`config.mk`:
```
export PLATFORM = sky130hd
export DESIGN_NAME = simdDmemPort
export DESIGN_NICKNAME = d
export VERILOG_FILES = /design/src/design/memPkg.sv /design/src/design/sregPkg.sv /design/src/design/memLane.sv /design/src/design/boundaryRegs.sv /design/src/design/cpAccessRouter.sv /design/src/design/simdDmemPort.sv
export SDC_FILE = /design/constraint.sdc
export NUM_CORES = 1
export LEC_CHECK = 0
export BUFFER_PORTS_ARGS = -buffer_cell sky130_fd_sc_hd__buf_2
export CORE_AREA = 2 2 355 357
export CTS_CLUSTER_DIAMETER = 80
export DETAILED_ROUTE_END_ITERATION = 10
export DIE_AREA = 0 0 357 359
export PLACE_DENSITY = 0.3
export SLEW_MARGIN = 10
export SYNTH_ARGS = -nofsm -noshare
export SYNTH_HDL_FRONTEND = slang
export SYNTH_SLANG_ARGS = --single-unit
export TNS_END_PERCENT = 100
```
`constraint.sdc`:
```
create_clock -name iClk -period 1.8 [get_ports iClk]
set_input_delay 0.36 -clock iClk [delete_from_list [all_inputs] [get_ports iClk]]
set_output_delay 0.36 -clock iClk [all_outputs]
set_load 0.01 [all_outputs]
```
`src/design/memPkg.sv`:
```
package memPkg;

  // ==============================
  // basic widths
  // ==============================
  typedef logic [31:0] dataT;     // one memory word
  typedef logic [31:0] byteAddrT; // core-side byte address
  typedef logic [3:0]  byteSelT;  // one bit per byte lane

  // load/store access size, code 3 is unused and handled as a word
  typedef enum logic [1:0] {
    sizeWord = 2'd0, // reset value of the lane pipeline
    sizeHalf = 2'd1,
    sizeByte = 2'd2
  } accessSizeT;

  // ==============================
  // request from a core to its lane
  // ==============================
  typedef struct packed {
    logic       writeEn;   // store this cycle
    logic       readEn;    // load this cycle
    accessSizeT size;      // word, half or byte
    byteSelT    byteSel;   // store byte enables
    byteAddrT   byteAddr;  // full byte address
    dataT       storeData; // store payload
  } memReqT;

  // ==============================
  // lane to memory
  // ==============================
  // word address goes on its own port,
  // its width differs between CP and PE lanes
  typedef struct packed {
    logic    valid;     // any access this cycle
    logic    writeEn;
    logic    readEn;
    byteSelT byteSel;
    dataT    writeData;
  } memBusT;

  // half-word and byte field widths used by the aligner
  localparam int HalfBits = 16;
  localparam int ByteBits = 8;

endpackage

```
`src/design/sregPkg.sv`:
```
package sregPkg;

  // ==============================
  // special register region
  // ==============================
  // region is 0xFFFF_FF00 .. 0xFFFF_FFFF
  // all of byteAddr[31:8] must be set
  localparam logic [23:0] sregRegionMask = 24'hFF_FFFF;

  // offsets inside the region (byteAddr[7:0])
  localparam logic [7:0] sregFirstOffset = 8'h00; // first PE boundary mode
  localparam logic [7:0] sregLastOffset  = 8'h04; // last PE boundary mode

  // ==============================
  // boundary mode
  // ==============================
  // selects what the edge PEs see past the array end
  typedef logic [1:0] boundaryModeT;

  localparam boundaryModeT boundaryModeZero = 2'b00; // reset value

endpackage

```
`src/design/memLane.sv`:
```
`timescale 1ns/1ps

// one data-memory lane
// byte address -> word address, plus load alignment one cycle later
module memLane import memPkg::*; #(
  parameter int RamAddrBits = 8 // word address width of this lane's memory
) (
  input  logic                   iClk,
  input  logic                   rst,
  input  memReqT                 req,      // from core (already gated)
  output memBusT                 bus,      // to memory
  output logic [RamAddrBits-1:0] wordAddr, // to memory
  input  dataT                   rawData,  // memory read data, one cycle late
  output dataT                   loadData  // aligned, zero-extended
);

  accessSizeT sizeReg;   // size of the read in flight
  logic [1:0] offsetReg; // byte offset of the read in flight

  // ==============================
  // request side, combinational
  // ==============================
  always_comb begin
    bus.valid     = req.readEn | req.writeEn;
    bus.writeEn   = req.writeEn;
    bus.readEn    = req.readEn;
    bus.byteSel   = req.byteSel;   // straight through
    bus.writeData = req.storeData; // straight through
  end

  // drop the byte offset
  assign wordAddr = req.byteAddr[RamAddrBits+1:2];

  // ==============================
  // read pipeline register
  // ==============================
  // only loaded on reads, so the
  // result holds until the next read
  always_ff @(posedge iClk) begin
    if (rst) begin
      sizeReg   <= sizeWord;
      offsetReg <= 2'b00;
    end else if (req.readEn) begin
      sizeReg   <= req.size;
      offsetReg <= req.byteAddr[1:0];
    end
  end

  // ==============================
  // load alignment
  // ==============================
  always_comb begin
    case (sizeReg)
      sizeHalf: begin
        // bit 1 picks the half, bit 0 ignored
        if (offsetReg[1]) begin
          loadData = {{HalfBits{1'b0}}, rawData[31:16]};
        end else begin
          loadData = {{HalfBits{1'b0}}, rawData[15:0]};
        end
      end
      sizeByte: begin
        case (offsetReg)
          2'b00:   loadData = {{(32-ByteBits){1'b0}}, rawData[7:0]};
          2'b01:   loadData = {{(32-ByteBits){1'b0}}, rawData[15:8]};
          2'b10:   loadData = {{(32-ByteBits){1'b0}}, rawData[23:16]};
          default: loadData = {{(32-ByteBits){1'b0}}, rawData[31:24]};
        endcase
      end
      default: begin
        loadData = rawData; // word and the unused code
      end
    endcase
  end

endmodule

```
`src/design/boundaryRegs.sv`:
```
`timescale 1ns/1ps

// the two memory-mapped boundary-mode registers
// write lands next cycle, read data is registered
module boundaryRegs import memPkg::*; import sregPkg::*; (
  input  logic         iClk,
  input  logic         rst,
  input  logic         wrEn,      // special write, already decoded
  input  logic         rdEn,      // special read, already decoded
  input  logic [7:0]   offset,    // byteAddr[7:0]
  input  boundaryModeT wrData,
  output dataT         rdData,    // valid the cycle after rdEn
  output boundaryModeT modeFirst, // to first PE
  output boundaryModeT modeLast   // to last PE
);

  // ==============================
  // register write
  // ==============================
  always_ff @(posedge iClk) begin
    if (rst) begin
      modeFirst <= boundaryModeZero;
      modeLast  <= boundaryModeZero;
    end else if (wrEn) begin
      if (offset == sregFirstOffset) begin
        modeFirst <= wrData;
      end
      if (offset == sregLastOffset) begin
        modeLast <= wrData;
      end
      // other offsets dropped
    end
  end

  // ==============================
  // register read
  // ==============================
  // anything but the first offset reads
  // back the last-PE mode
  always_ff @(posedge iClk) begin
    if (rst) begin
      rdData <= '0;
    end else if (rdEn) begin
      if (offset == sregFirstOffset) begin
        rdData <= {30'b0, modeFirst};
      end else begin
        rdData <= {30'b0, modeLast};
      end
    end
  end

endmodule

```
`src/design/cpAccessRouter.sv`:
```
`timescale 1ns/1ps

// CP data-memory lane with the special register region on top
module cpAccessRouter import memPkg::*; import sregPkg::*; #(
  parameter int RamAddrBits = 10 // CP word address width
) (
  input  logic                   iClk,
  input  logic                   rst,
  input  memReqT                 req,       // from CP core side
  output memBusT                 bus,       // to CP memory
  output logic [RamAddrBits-1:0] wordAddr,
  input  dataT                   rawData,   // CP memory read data
  output dataT                   loadData,  // back to CP core side
  output boundaryModeT           modeFirst, // to PE array
  output boundaryModeT           modeLast
);

  logic   special;      // request hits the special region
  logic   specialReg;   // read in flight was special
  memReqT laneReq;      // request with gated write
  dataT   laneLoadData; // aligned memory data
  dataT   sregRdData;   // registered special read

  // ==============================
  // region decode
  // ==============================
  assign special = ((req.byteAddr[31:8] & sregRegionMask) == sregRegionMask);

  // keep special writes off the memory bus,
  // reads still go out to memory
  always_comb begin
    laneReq         = req;
    laneReq.writeEn = req.writeEn & ~special;
  end

  memLane #(
    .RamAddrBits(RamAddrBits)
  ) u_cpLane (
    .iClk    (iClk),
    .rst     (rst),
    .req     (laneReq),
    .bus     (bus),
    .wordAddr(wordAddr),
    .rawData (rawData),
    .loadData(laneLoadData)
  );

  boundaryRegs u_boundaryRegs (
    .iClk     (iClk),
    .rst      (rst),
    .wrEn     (req.writeEn & special),
    .rdEn     (req.readEn & special),
    .offset   (req.byteAddr[7:0]),
    .wrData   (req.storeData[1:0]), // mode is the low two bits
    .rdData   (sregRdData),
    .modeFirst(modeFirst),
    .modeLast (modeLast)
  );

  // ==============================
  // read data select
  // ==============================
  // special flag follows the lane's own read register
  always_ff @(posedge iClk) begin
    if (rst) begin
      specialReg <= 1'b0;
    end else if (req.readEn) begin
      specialReg <= special;
    end
  end

  assign loadData = specialReg ? sregRdData : laneLoadData;

endmodule

```
`src/design/simdDmemPort.sv`:
```
`timescale 1ns/1ps

// data-memory glue of the SIMD core
// one CP lane with special registers, NumPe plain PE lanes
module simdDmemPort import memPkg::*; import sregPkg::*; #(
  parameter int NumPe         = 4,  // PE lane count
  parameter int CpRamAddrBits = 10, // CP memory word address width
  parameter int PeRamAddrBits = 8   // PE memory word address width
) (
  input  logic                                 iClk,
  input  logic                                 rst,

  // ==============================
  // CP lane
  // ==============================
  input  memReqT                               cpReq,
  output memBusT                               cpBus,
  output logic [CpRamAddrBits-1:0]             cpWordAddr,
  input  dataT                                 cpRawData,
  output dataT                                 cpLoadData,

  // ==============================
  // PE lanes
  // ==============================
  input  memReqT [NumPe-1:0]                   peReq,
  output memBusT [NumPe-1:0]                   peBus,
  output logic   [NumPe-1:0][PeRamAddrBits-1:0] peWordAddr,
  input  dataT   [NumPe-1:0]                   peRawData,
  output dataT   [NumPe-1:0]                   peLoadData,

  // boundary modes out to the PE array
  output boundaryModeT                         boundaryModeFirst,
  output boundaryModeT                         boundaryModeLast
);

  // CP side, owns the special registers
  cpAccessRouter #(
    .RamAddrBits(CpRamAddrBits)
  ) u_cpAccessRouter (
    .iClk     (iClk),
    .rst      (rst),
    .req      (cpReq),
    .bus      (cpBus),
    .wordAddr (cpWordAddr),
    .rawData  (cpRawData),
    .loadData (cpLoadData),
    .modeFirst(boundaryModeFirst),
    .modeLast (boundaryModeLast)
  );

  // one plain lane per PE
  for (genvar i = 0; i < NumPe; i++) begin : genPeLane
    memLane #(
      .RamAddrBits(PeRamAddrBits)
    ) u_peLane (
      .iClk    (iClk),
      .rst     (rst),
      .req     (peReq[i]),
      .bus     (peBus[i]),
      .wordAddr(peWordAddr[i]),
      .rawData (peRawData[i]),
      .loadData(peLoadData[i])
    );
  end

endmodule

```
Yosys cells after proc, flatten, opt, wreduce, memory -nomap -nowiden. Cells that the tools add are included.

Bitwise gates (word level): 9. Muxes and demuxes: 17. Equality and inequality tests: 22. Reductions and logical operators: 8.

Operators by type and width (count): one-hot mux 32 bit (2 select lines) (5); one-hot mux 8 bit (3 select lines) (5); 2-to-1 mux 16 bit (5); 2-to-1 mux 32 bit (1); equality test 24 bit (second input constant) (1); equality test 2 x 1 -> 1 bit (second input constant) (10); equality test 2 bit (second input constant) (10); zero test 2 bit (5); equality test 8 x 3 -> 1 bit (second input constant) (1); zero test 8 bit (1); OR 1 bit (5); AND reduction 2 bit (2); AND 1 bit (3); 2-to-1 mux 2 bit (1); NOT 1 bit (1).

Register bits: 57. Output and inout port bits: 401. Bits of input ports: 522. Word-level logic and storage cells: 70.

Longest topological paths before layout. Gate-level depths: netlist of run 1.

Word-level depth: 4. Gate-level depth with buffers: 8. Gate-level depth less buffers: 6.

By module. A second synthesis of run 1 with hierarchy kept.

Cell total of the unflattened synthesis: 930. Area total of the unflattened synthesis: 7405.9 um^2.

Modules (own cells, without submodules): memLane (genPeLane[0].u_peLane ...) (area each 1266.2 um^2, cells an instance 163, times used 4); memLane (u_cpAccessRouter.u_cpLane) (area each 1281.2 um^2, cells an instance 165, times used 1); boundaryRegs (area each 541.8 um^2, cells an instance 62, times used 1); cpAccessRouter (area each 518.0 um^2, cells an instance 51, times used 1).

Worst setup path after synthesis of run 1. Ideal clock, no wire load.

Path type: flip-flop to output port. From: register u_cpAccessRouter.u_cpLane.sizeReg[0]. To: output port cpLoadData[6]. Data required time: 1440 ps. Arrival time: 1654 ps. Stages on the path, launching flop included: 8. Slack: -214 ps. Path through: dfxtp_1 > inv_1 > ha_1 > nor2b_1 > clkbuf_1 > and2_1 > o21ai_0 > a21oi_1.

Word-level cells in the longest chain between the ends: 3. Elaborated cells between the ends (all ways): 4. Classes of those cells: 2 x eq/ne; 2 x mux.

Ends and longest elaborated chain: start, declared (RTL line memLane.sv:17) `accessSizeT sizeReg;`; start signal, assigned (RTL line memLane.sv:41) `sizeReg <= sizeWord;`; start signal, assigned (RTL line memLane.sv:44) `sizeReg <= req.size;`; equality test 2 bit / equality test 2 x 1 -> 1 bit (equally long branches) (RTL line memLane.sv:53) `case (sizeReg)`; one-hot mux 32 bit (2 select lines) (*) (RTL line memLane.sv:53); 2-to-1 mux 32 bit (*) (RTL line cpAccessRouter.sv:72) `assign loadData = specialReg ? sregRdData : laneLoadData;`; end, declared (RTL line simdDmemPort.sv:20) `output dataT cpLoadData,`.

Every way passes the cells marked *; elsewhere a longest branch is shown, timed or not.

==> reports/metrics.sh, run 1 <==
SYN-INSTANCE-COUNT=873
SYN-NUM-NETS=1405
COREAREA_UM2=125000
TRITONCTS='done'
REGTOREGSTARTPOINT='genPeLane[1].u_peLane.offsetReg[1]'
IOS=923
DIE-HEIGHT_UM=359
LAYOUT-AREA-OVERHEAD-VS-SYNTH_PCT=101
WORSTSKEWPAIRLATENCY_NS=0.32
CLOCK_POWER_SHARE=0.147
FINAL_MIN_PERIOD_OVER_CLOCK_PERIOD=1.32
RELSLEWSLACK=0.767
PLACE.DETAILED.HPWL_MM=40.0
CTS.PATH.MAX_BUFFERS=2
CELL_LEAKAGE_POWER_nW=5.22
GRT_RESOURCE_USAGE_TOTAL=0.0677
FINALMAXSLEWVIOLATIONS=0
INTPOWER_mW=2.88
WORSTPATHREQUIRED_NS=1.44
WIRE_PER_INST_UM=16.3
MAX_SLEW.WORST_PIN.SLEW_NS=0.346
ROUTED_WIRELENGTH_MM=46.5
POWER_FRAC_SEQ=0.135
HP-CLASS='in2reg'
ROUTABILITYCONGESTION=0.814
N_FILL_CELL=14600
FP.DIEW_UM=357
POSTSYNTHREGISTERBITS=27
FINAL.MIN_CLOCK_PERIOD_NS=2.37
SYNTHARSTFLOPSHARE=0
FINAL_HOLD_VIOL_COUNT=0
REPORT.POWER.TOTAL_mW=4.88
CAP_VIOLATIONS=0
NETLIST_AREA_UM2=6220
IR_WORST_VDD_V=0.000375
SYNTH-EDFF-COUNT=0
CRITICAL_PATH.MAX_STAGE_DELAY_NS=0.52
FINAL_CRITICAL_PATH_SETUP_SLACK_NS=-0.568
POST_DRT_VIA_CELL_RATIO=2.62
SEQ_AREA_FRAC_SYNTH=0.0869
P_SWITCHING_mW=2.00
VIA_COUNT_OF_THE_FIRST_GLOBAL_ROUTING_PASS=7601
GRT_OVERFLOW_TOTAL=0
TIMING.CRITICAL_PATH.CELLS='buf_12 -> mux4_2 -> nor2b_1 -> a221o_1 -> buf_2'
POST-ROUTE-CELL-AREA_UM2=12500
SEQCELLAREA_UM2=591
CTS_ROOT_BUF='clkbuf_16'
CRIT_START='genPeLane[2].u_peLane.offsetReg[1]'
YOSYS.AREA.TOP_TYPE='buf_4'
NUMBER_OF_ANTENNA_VIOLATIONS_AT_THE_FIRST_CHECK_IN_GLOBAL_ROUTING=9
SETUP_VIOL=153
FINAL_LAYOUT_SIZE_SUFFIX_GT1_FRAC=0.774
DIE_AREA_UM2=128000
DRT_ITER0_MARKERS=264
POWERDENSITY_nW_PER_UM2=390
LAYOUT.CELLS.NON_FILLER=2857
ANTENNA_VIOLATING_NETS_POST_ROUTE=0
PLACED_CELL_AREAS_UM2=9700
SYNTH.TOP_CELLS.BY_AREA='buf_4 28%, and2_1 8.8%, dfxtp_1 8.7%'
CRITICAL_PATH.ENDPOINT_TYPE='output pin'
CTS.HTREE.LEVELS=1
PATH_CLK_SLEW_NS=0.11
MAX_FREQ_GHz=0.422
RSZ0062_AT_GRT='true'
TIMING.CLOCK.SKEW_NS=0.000506
WORST_PATH_FANOUT_MAX=7
NETSWITCHINGFRACTION=0.409
SETUP_TOTAL_NEGATIVE_SLACK_NS=-38.60
TOTAL_VIA_COUNT_IN_THE_ROUTED_DESIGN=7472
PLACED_CELLS_INCL_TAPS=2800
INITIAL_CORE_UTIL=0.0499
SYNTH_TOP_AREA_FRAC=0.279
YOSYS.CELL_TYPES.COUNT=43
VIOLATIONS='negative setup slack'
POST_SYNTH_MOST_FREQUENT_CELLS='231 x buf_4, 91 x nand2_1, 87 x and2_1'
SYN_AVG_CELL_AREA_UM2=7.12
PATH_DELAY_FAMILY='multiplexers'
GRT_MAX_DEGREE=18
PORT_BUFFERS=414
WORST_SETUP_PATH_TYPE='reg2out'
SYNTH_MOST_COMMON_CELL='buf_4'
HOLD-WORST-SLACK_NS=0.271
CRITICAL_PATH.STARTPOINT_TYPE='flip-flop'
YS.WARNINGS.COUNT=0
CRITICAL_PATH.N_BUFFERS_INVERTERS=2
CTS_BUFFERS=3
HOLD_PATH_STARTPOINT='cpReq[69]'
CP_DATA_ARRIVAL_TIME_NS=2.01
REMAINING_DRC_ERRORS=0
SYNTH_TOP_FLOP_CELL='dfxtp_1'
CPMAXSTAGEDELAYCELL='mux4_2'
RUN_STATUS='finished, violations left'
CLOCK_SINKS=27
MULTIINPUTGATEAREA_UM2=4770
ROWS=130
COMBINATIONALPOWERSHARE=0.718
ITERATION_COUNT_OF_THE_INITIAL_DETAILED_ROUTING_PASS=4
WIRE_LENGTH_OF_THE_FIRST_GLOBAL_ROUTING_PASS_MM=60.1
FINAL_NET_COUNT=1735
[power groups by stage]
stage / combinational [mW] / clock [mW] / sequential, mW
2_1_floorplan: 1.58 / 0 / 0.650
3_3_place_gp: 2.43 / 0 / 0.667
3_5_place_dp: 2.42 / 0 / 0.668
4_1_cts: 3.18 / 0.836 / 0.659
5_1_grt: 3.75 / 0.830 / 0.662
6_report: 3.50 / 0.716 / 0.657
[placed cells by master (no fill, tap or decap), types with 5 or more instances in the layout]
| cell type | n |
|---|---|
| buf_6 | 152 |
| buf_8 | 14 |
| dfxtp_1 | 9 |
| dfxtp_4 | 11 |
| a21oi_1 | 8 |
| a21oi_4 | 12 |
| nor2b_4 | 13 |
| o2bb2ai_2 | 10 |
| mux2_2 | 8 |
| buf_4 | 100 |
| nor2_1 | 26 |
| buf_12 | 19 |
| and2_4 | 87 |
| inv_1 | 32 |
| diode_2 | 5 |
| o21ai_1 | 20 |
| a22oi_1 | 6 |
| nand2_2 | 21 |
| nand2_4 | 15 |
| a221o_1 | 12 |
| nand4_1 | 10 |
| dfxtp_2 | 7 |
| buf_2 | 319 |
| mux4_2 | 20 |
| nor2b_1 | 13 |
| clkbuf_16 | 7 |
| ha_4 | 9 |
| nand2_1 | 54 |
| nand2b_4 | 10 |
| inv_2 | 6 |
| a22o_1 | 31 |
| a22oi_2 | 8 |
| inv_4 | 5 |
| o21ai_2 | 18 |
| mux2i_1 | 23 |
| a21oi_2 | 27 |
[stage by stage]
| stage | setup slack [ns] | utilization |
|---|---|---|
| 2_1_floorplan | 0.00258 | - |
| 3_3_place_gp | -0.444 | 0.0778 |
| 3_5_place_dp | -0.408 | 0.0778 |
| 4_1_cts | -0.580 | 0.0929 |
| 5_1_grt | -0.605 | 0.100 |
| 6_report | -0.568 | 0.100 |
[flip-flops by register name (all words and copies together) (netlist names)]
name / count
genPeLane.u_peLane.sizeReg: 8
genPeLane.u_peLane.offsetReg: 8
u_cpAccessRouter.u_boundaryRegs.rdData: 2
u_cpAccessRouter.u_cpLane.sizeReg: 2
u_cpAccessRouter.u_boundaryRegs.modeFirst: 2
u_cpAccessRouter.u_cpLane.offsetReg: 2
u_cpAccessRouter.specialReg: 1
u_cpAccessRouter.u_boundaryRegs.modeLast: 2
[worst register-to-register path: stages (launching register included)]
cell and delay [ns]:
dfxtp_4 0.39, buf_6 0.13, buf_12 0.14, mux2i_1 0.15
nor2_1 0.05
[layout make-up]
type / count / share of cell area
Antenna cell: 5 / 0.00100
Clock buffer: 3 / 0.00601
Clock inverter: 1 / 0.000701
Inverter: 43 / 0.0139
Multi-Input combinational cell: 518 / 0.382
Sequential cell: 27 / 0.0472
Tap cell: 1650 / 0.165
Timing Repair Buffer: 610 / 0.384
[layer usage]
metal | up-vias | global-route usage | wire length [um]
met4 | 12 | 0.0287 | 2260
met1 | 3464 | 0.0694 | 16300
met2 | 474 | 0.112 | 21500
li1 | 3389 | - | -
met5 | - | 0.00943 | 222
met3 | 133 | 0.0377 | 6180
[cells by family after synthesis]
group	share of synthesized area
muxes	0.124
adders and majority gates	0.0201
DFF	0.0869
AOI/OAI and AO/OA	0.194
and+or+nand+nor	0.234
buffers and inverters	0.341
[worst paths after layout]
path	slack, ns	endpoint	cells past startpoint
hold reg to reg	0.50	u_cpAccessRouter.u_boundaryRegs.modeLast[0]	2
hold / removal	0.27	u_cpAccessRouter.u_cpLane.sizeReg[1]	3
setup reg to reg	0.85	genPeLane[1].u_peLane.offsetReg[1]	4
setup / recovery	-0.57	peLoadData[66]	5
[timing repair]
item,4_1_cts,5_1_grt
setup endpoints to repair,162,162
resized for setup,397,211
hold buffers,0,0
setup buffers,41,25
gates cloned,8,4
pin swaps,122,76
(Power assumes the default switching activity.)
==> run 2, diff against run 1 <==
--- a/config.mk
+++ b/config.mk
@@ -11,6 +11,8 @@
 export DETAILED_ROUTE_END_ITERATION = 10
 export DIE_AREA = 0 0 357 359
 export PLACE_DENSITY = 0.3
+export RECOVER_POWER = 50
+export REMOVE_ABC_BUFFERS = 1
 export SLEW_MARGIN = 10
 export SYNTH_ARGS = -nofsm -noshare
 export SYNTH_HDL_FRONTEND = slang
==> reports/metrics.sh, run 2 (same netlist as run 1, synthesis figures left out) <==
RUN_STATUS='finished, violations left'
VIOLATIONS='negative setup slack'
ROUTABILITYCONGESTION=0.769
SETUP_VIOL=161
FINAL_MIN_PERIOD_OVER_CLOCK_PERIOD=1.24
DETAILROUTE.WIRELENGTH.MET2_MM=46.2
REPORT.POWER.TOTAL_mW=4.73
ROWS=130
CRITICAL_PATH.STARTPOINT_TYPE='flip-flop'
N_FILL_CELL=14600
MAX_FREQ_GHz=0.447
FP.DIEW_UM=357
CTS_BUFFERS=3
POST-PLACE-WS_NS=-0.738
CTS.HTREE.LEVELS=1
TOPROUTINGLAYERUSED='met5'
CPMAXSTAGEDELAYCELL='mux4_2'
CELL_LEAKAGE_POWER_nW=5.13
LAYOUT_COMMON_CELLS='328 x buf_2, 135 x buf_6, 107 x buf_4'
M1WIRELENGTH_MM=24.6
GRT_OVERFLOW_TOTAL=0
LAYOUT_TOP_REGISTERS='genPeLane.u_peLane.offsetReg (8), genPeLane.u_peLane.sizeReg (8)'
LAYOUT.CELLS.NON_FILLER=2856
CRITICAL_PATH.MAX_STAGE_DELAY_NS=0.51
PATH_CLK_SLEW_NS=0.09
FLOP_TO_FLOP_SETUP_SLACK_NS=0.89
CLOCK_SINKS=27
WORST_FLOP_TO_FLOP_PATH_ENDPOINT='genPeLane[0].u_peLane.offsetReg[0]'
DRT_ITER0_MARKERS=353
DIE-HEIGHT_UM=359
LAYOUT.CORE_UTILIZATION=0.0981
CP_DATA_ARRIVAL_TIME_NS=1.88
TIMING.CLOCK.SKEW_NS=0.000891
CTS.PATH.MAX_BUFFERS=2
VIA_COUNT_OF_THE_FIRST_GLOBAL_ROUTING_PASS=7826
WORSTPATHREQUIRED_NS=1.44
PLACED_CELLS_INCL_TAPS=2793
WORST_SETUP_PATH_TYPE='reg2out'
HP-CLASS='in2reg'
HOLD_BUFFERS=0
ROUTED_WIRELENGTH_MM=98.7
INITIAL_CORE_UTIL=0.0499
TRITONCTS='done'
NUMBER_OF_ANTENNA_VIOLATIONS_AT_THE_FIRST_CHECK_IN_GLOBAL_ROUTING=18
CRITICAL_PATH.ENDPOINT_TYPE='output pin'
CAP_VIOLATIONS=0
COREAREA_UM2=125000
REMAINING_DRC_ERRORS=0
ANTENNA_VIOLATING_NETS_POST_ROUTE=0
FINAL_NET_COUNT=1736
RELSLEWSLACK=0.665
MET3ROUTEDLENGTH_MM=26.2
FINAL_LAYOUT_SIZE_SUFFIX_GT1_FRAC=0.732
FINALMAXSLEWVIOLATIONS=0
GRT_RESOURCE_USAGE_TOTAL=0.148
GRT_MAX_DEGREE=28
IOS=923
MAX_SLEW.WORST_PIN.SLEW_NS=0.502
FINAL_CRITICAL_PATH_SETUP_SLACK_NS=-0.436
TOTAL_VIA_COUNT_IN_THE_ROUTED_DESIGN=7963
WORSTSKEWPAIRLATENCY_NS=0.30
WIRE_LENGTH_OF_THE_FIRST_GLOBAL_ROUTING_PASS_MM=115
TIMING.CRITICAL_PATH.CELLS='buf_12 -> mux4_2 -> nor2b_1 -> a221o_1 -> buf_2'
MIN_DELAY_WORST_ENDPOINT='genPeLane[0].u_peLane.sizeReg[0]'
WORST_PATH_FANOUT_MAX=5
SETUP_TOTAL_NEGATIVE_SLACK_NS=-31.72
RSZ0062_AT_GRT='true'
DIE_AREA_UM2=128000
ITERATION_COUNT_OF_THE_INITIAL_DETAILED_ROUTING_PASS=4
REGTOREGSTARTPOINT='genPeLane[0].u_peLane.offsetReg[0]'
WORST_R2R_PATH_DEPTH=4
WIRE_PER_INST_UM=34.6
IR_WORST_VDD_V=0.000291
LAYOUT-AREA-OVERHEAD-VS-SYNTH_PCT=96.6
FINAL.MIN_CLOCK_PERIOD_NS=2.24
PORT_BUFFERS=414
PLACE.DETAILED.HPWL_MM=89.7
FINAL_HOLD_VIOL_COUNT=0
FINAL_COMMON_CELL='buf_2'
POWERDENSITY_nW_PER_UM2=387
CTS_ROOT_BUF='clkbuf_16'
POST_DRT_VIA_CELL_RATIO=2.79
HOLD_PATH_STARTPOINT='peReq[68]'
HOLD-PATH-CELL-COUNT=3
## run 2: cell types whose count changed in the layout (fill, tap and decap cells not counted), moves of 7 or more
cell | previous run | this run
and2_1 | 0 | 22
and2_4 | 87 | 65
buf_6 | 152 | 135
a21oi_1 | 8 | 24
a21oi_4 | 12 | 2
buf_2 | 319 | 328
nand2_4 | 15 | 6
buf_16 | 2 | 10
buf_4 | 100 | 107
## run 2: power breakdown
part           internal, mW  switching, mW
Sequential            0.622         0.0333
Clock                 0.305          0.317
Combinational          1.93           1.52
## run 2: timing repair
action | CTS | global route
pin swaps | 86 | 60
buffers inserted | 39 | 15
resized for setup | 349 | 163
setup endpoints to repair | 169 | 166
cloned | 13 | 1
## run 2: worst max path at each step
stage,cells past startpoint,startpoint,to
2_1_floorplan,6,genPeLane[1].u_peLane.sizeReg[0],peLoadData[32]
3_3_place_gp,7,cpReq[57],cpBus[38]
3_5_place_dp,7,cpReq[57],cpBus[38]
4_1_cts,8,u_cpAccessRouter.u_cpLane.sizeReg[0],cpLoadData[1]
5_1_grt,8,u_cpAccessRouter.u_cpLane.sizeReg[0],cpLoadData[1]
6_report,5,genPeLane[3].u_peLane.offsetReg[1],peLoadData[99]
## run 2: layout make-up
type	instances	area, um2	area share
Inverter	43	169	0.0138
Clock inverter	1	5.00	0.000410
Sequential cell	27	583	0.0477
Tap cell	1650	2060	0.169
Antenna cell	3	7.51	0.000614
Clock buffer	3	75.1	0.00614
Multi-Input combinational cell	518	4490	0.367
Timing Repair Buffer	611	4830	0.395
## run 2: critical path: cells and delay by family, from the launching register on
| family | cells | cell delay (ns) |
|---|---|---|
| flip-flops | 1 | 0.37 |
| buffers and inverters | 2 | 0.27 |
| AO/OA/AOI/OAI | 1 | 0.27 |
| multiplexers | 1 | 0.51 |
| AND/OR/NAND/NOR | 1 | 0.16 |
## run 2: through the flow
step                hold slack (ns)  area (um2)
floorplan                     0.429        4260
global placement              0.483        9610
detailed placement            0.490        9610
CTS                           0.273       11500
global route                  0.284       12200
finish                        0.296       12200
## run 2: layer usage
layer  up-vias  GRT usage
met1      3529      0.106
met2       941      0.246
met4        34    0.00725
met3        60      0.185
met5         -     0.0566
li1       3399          -
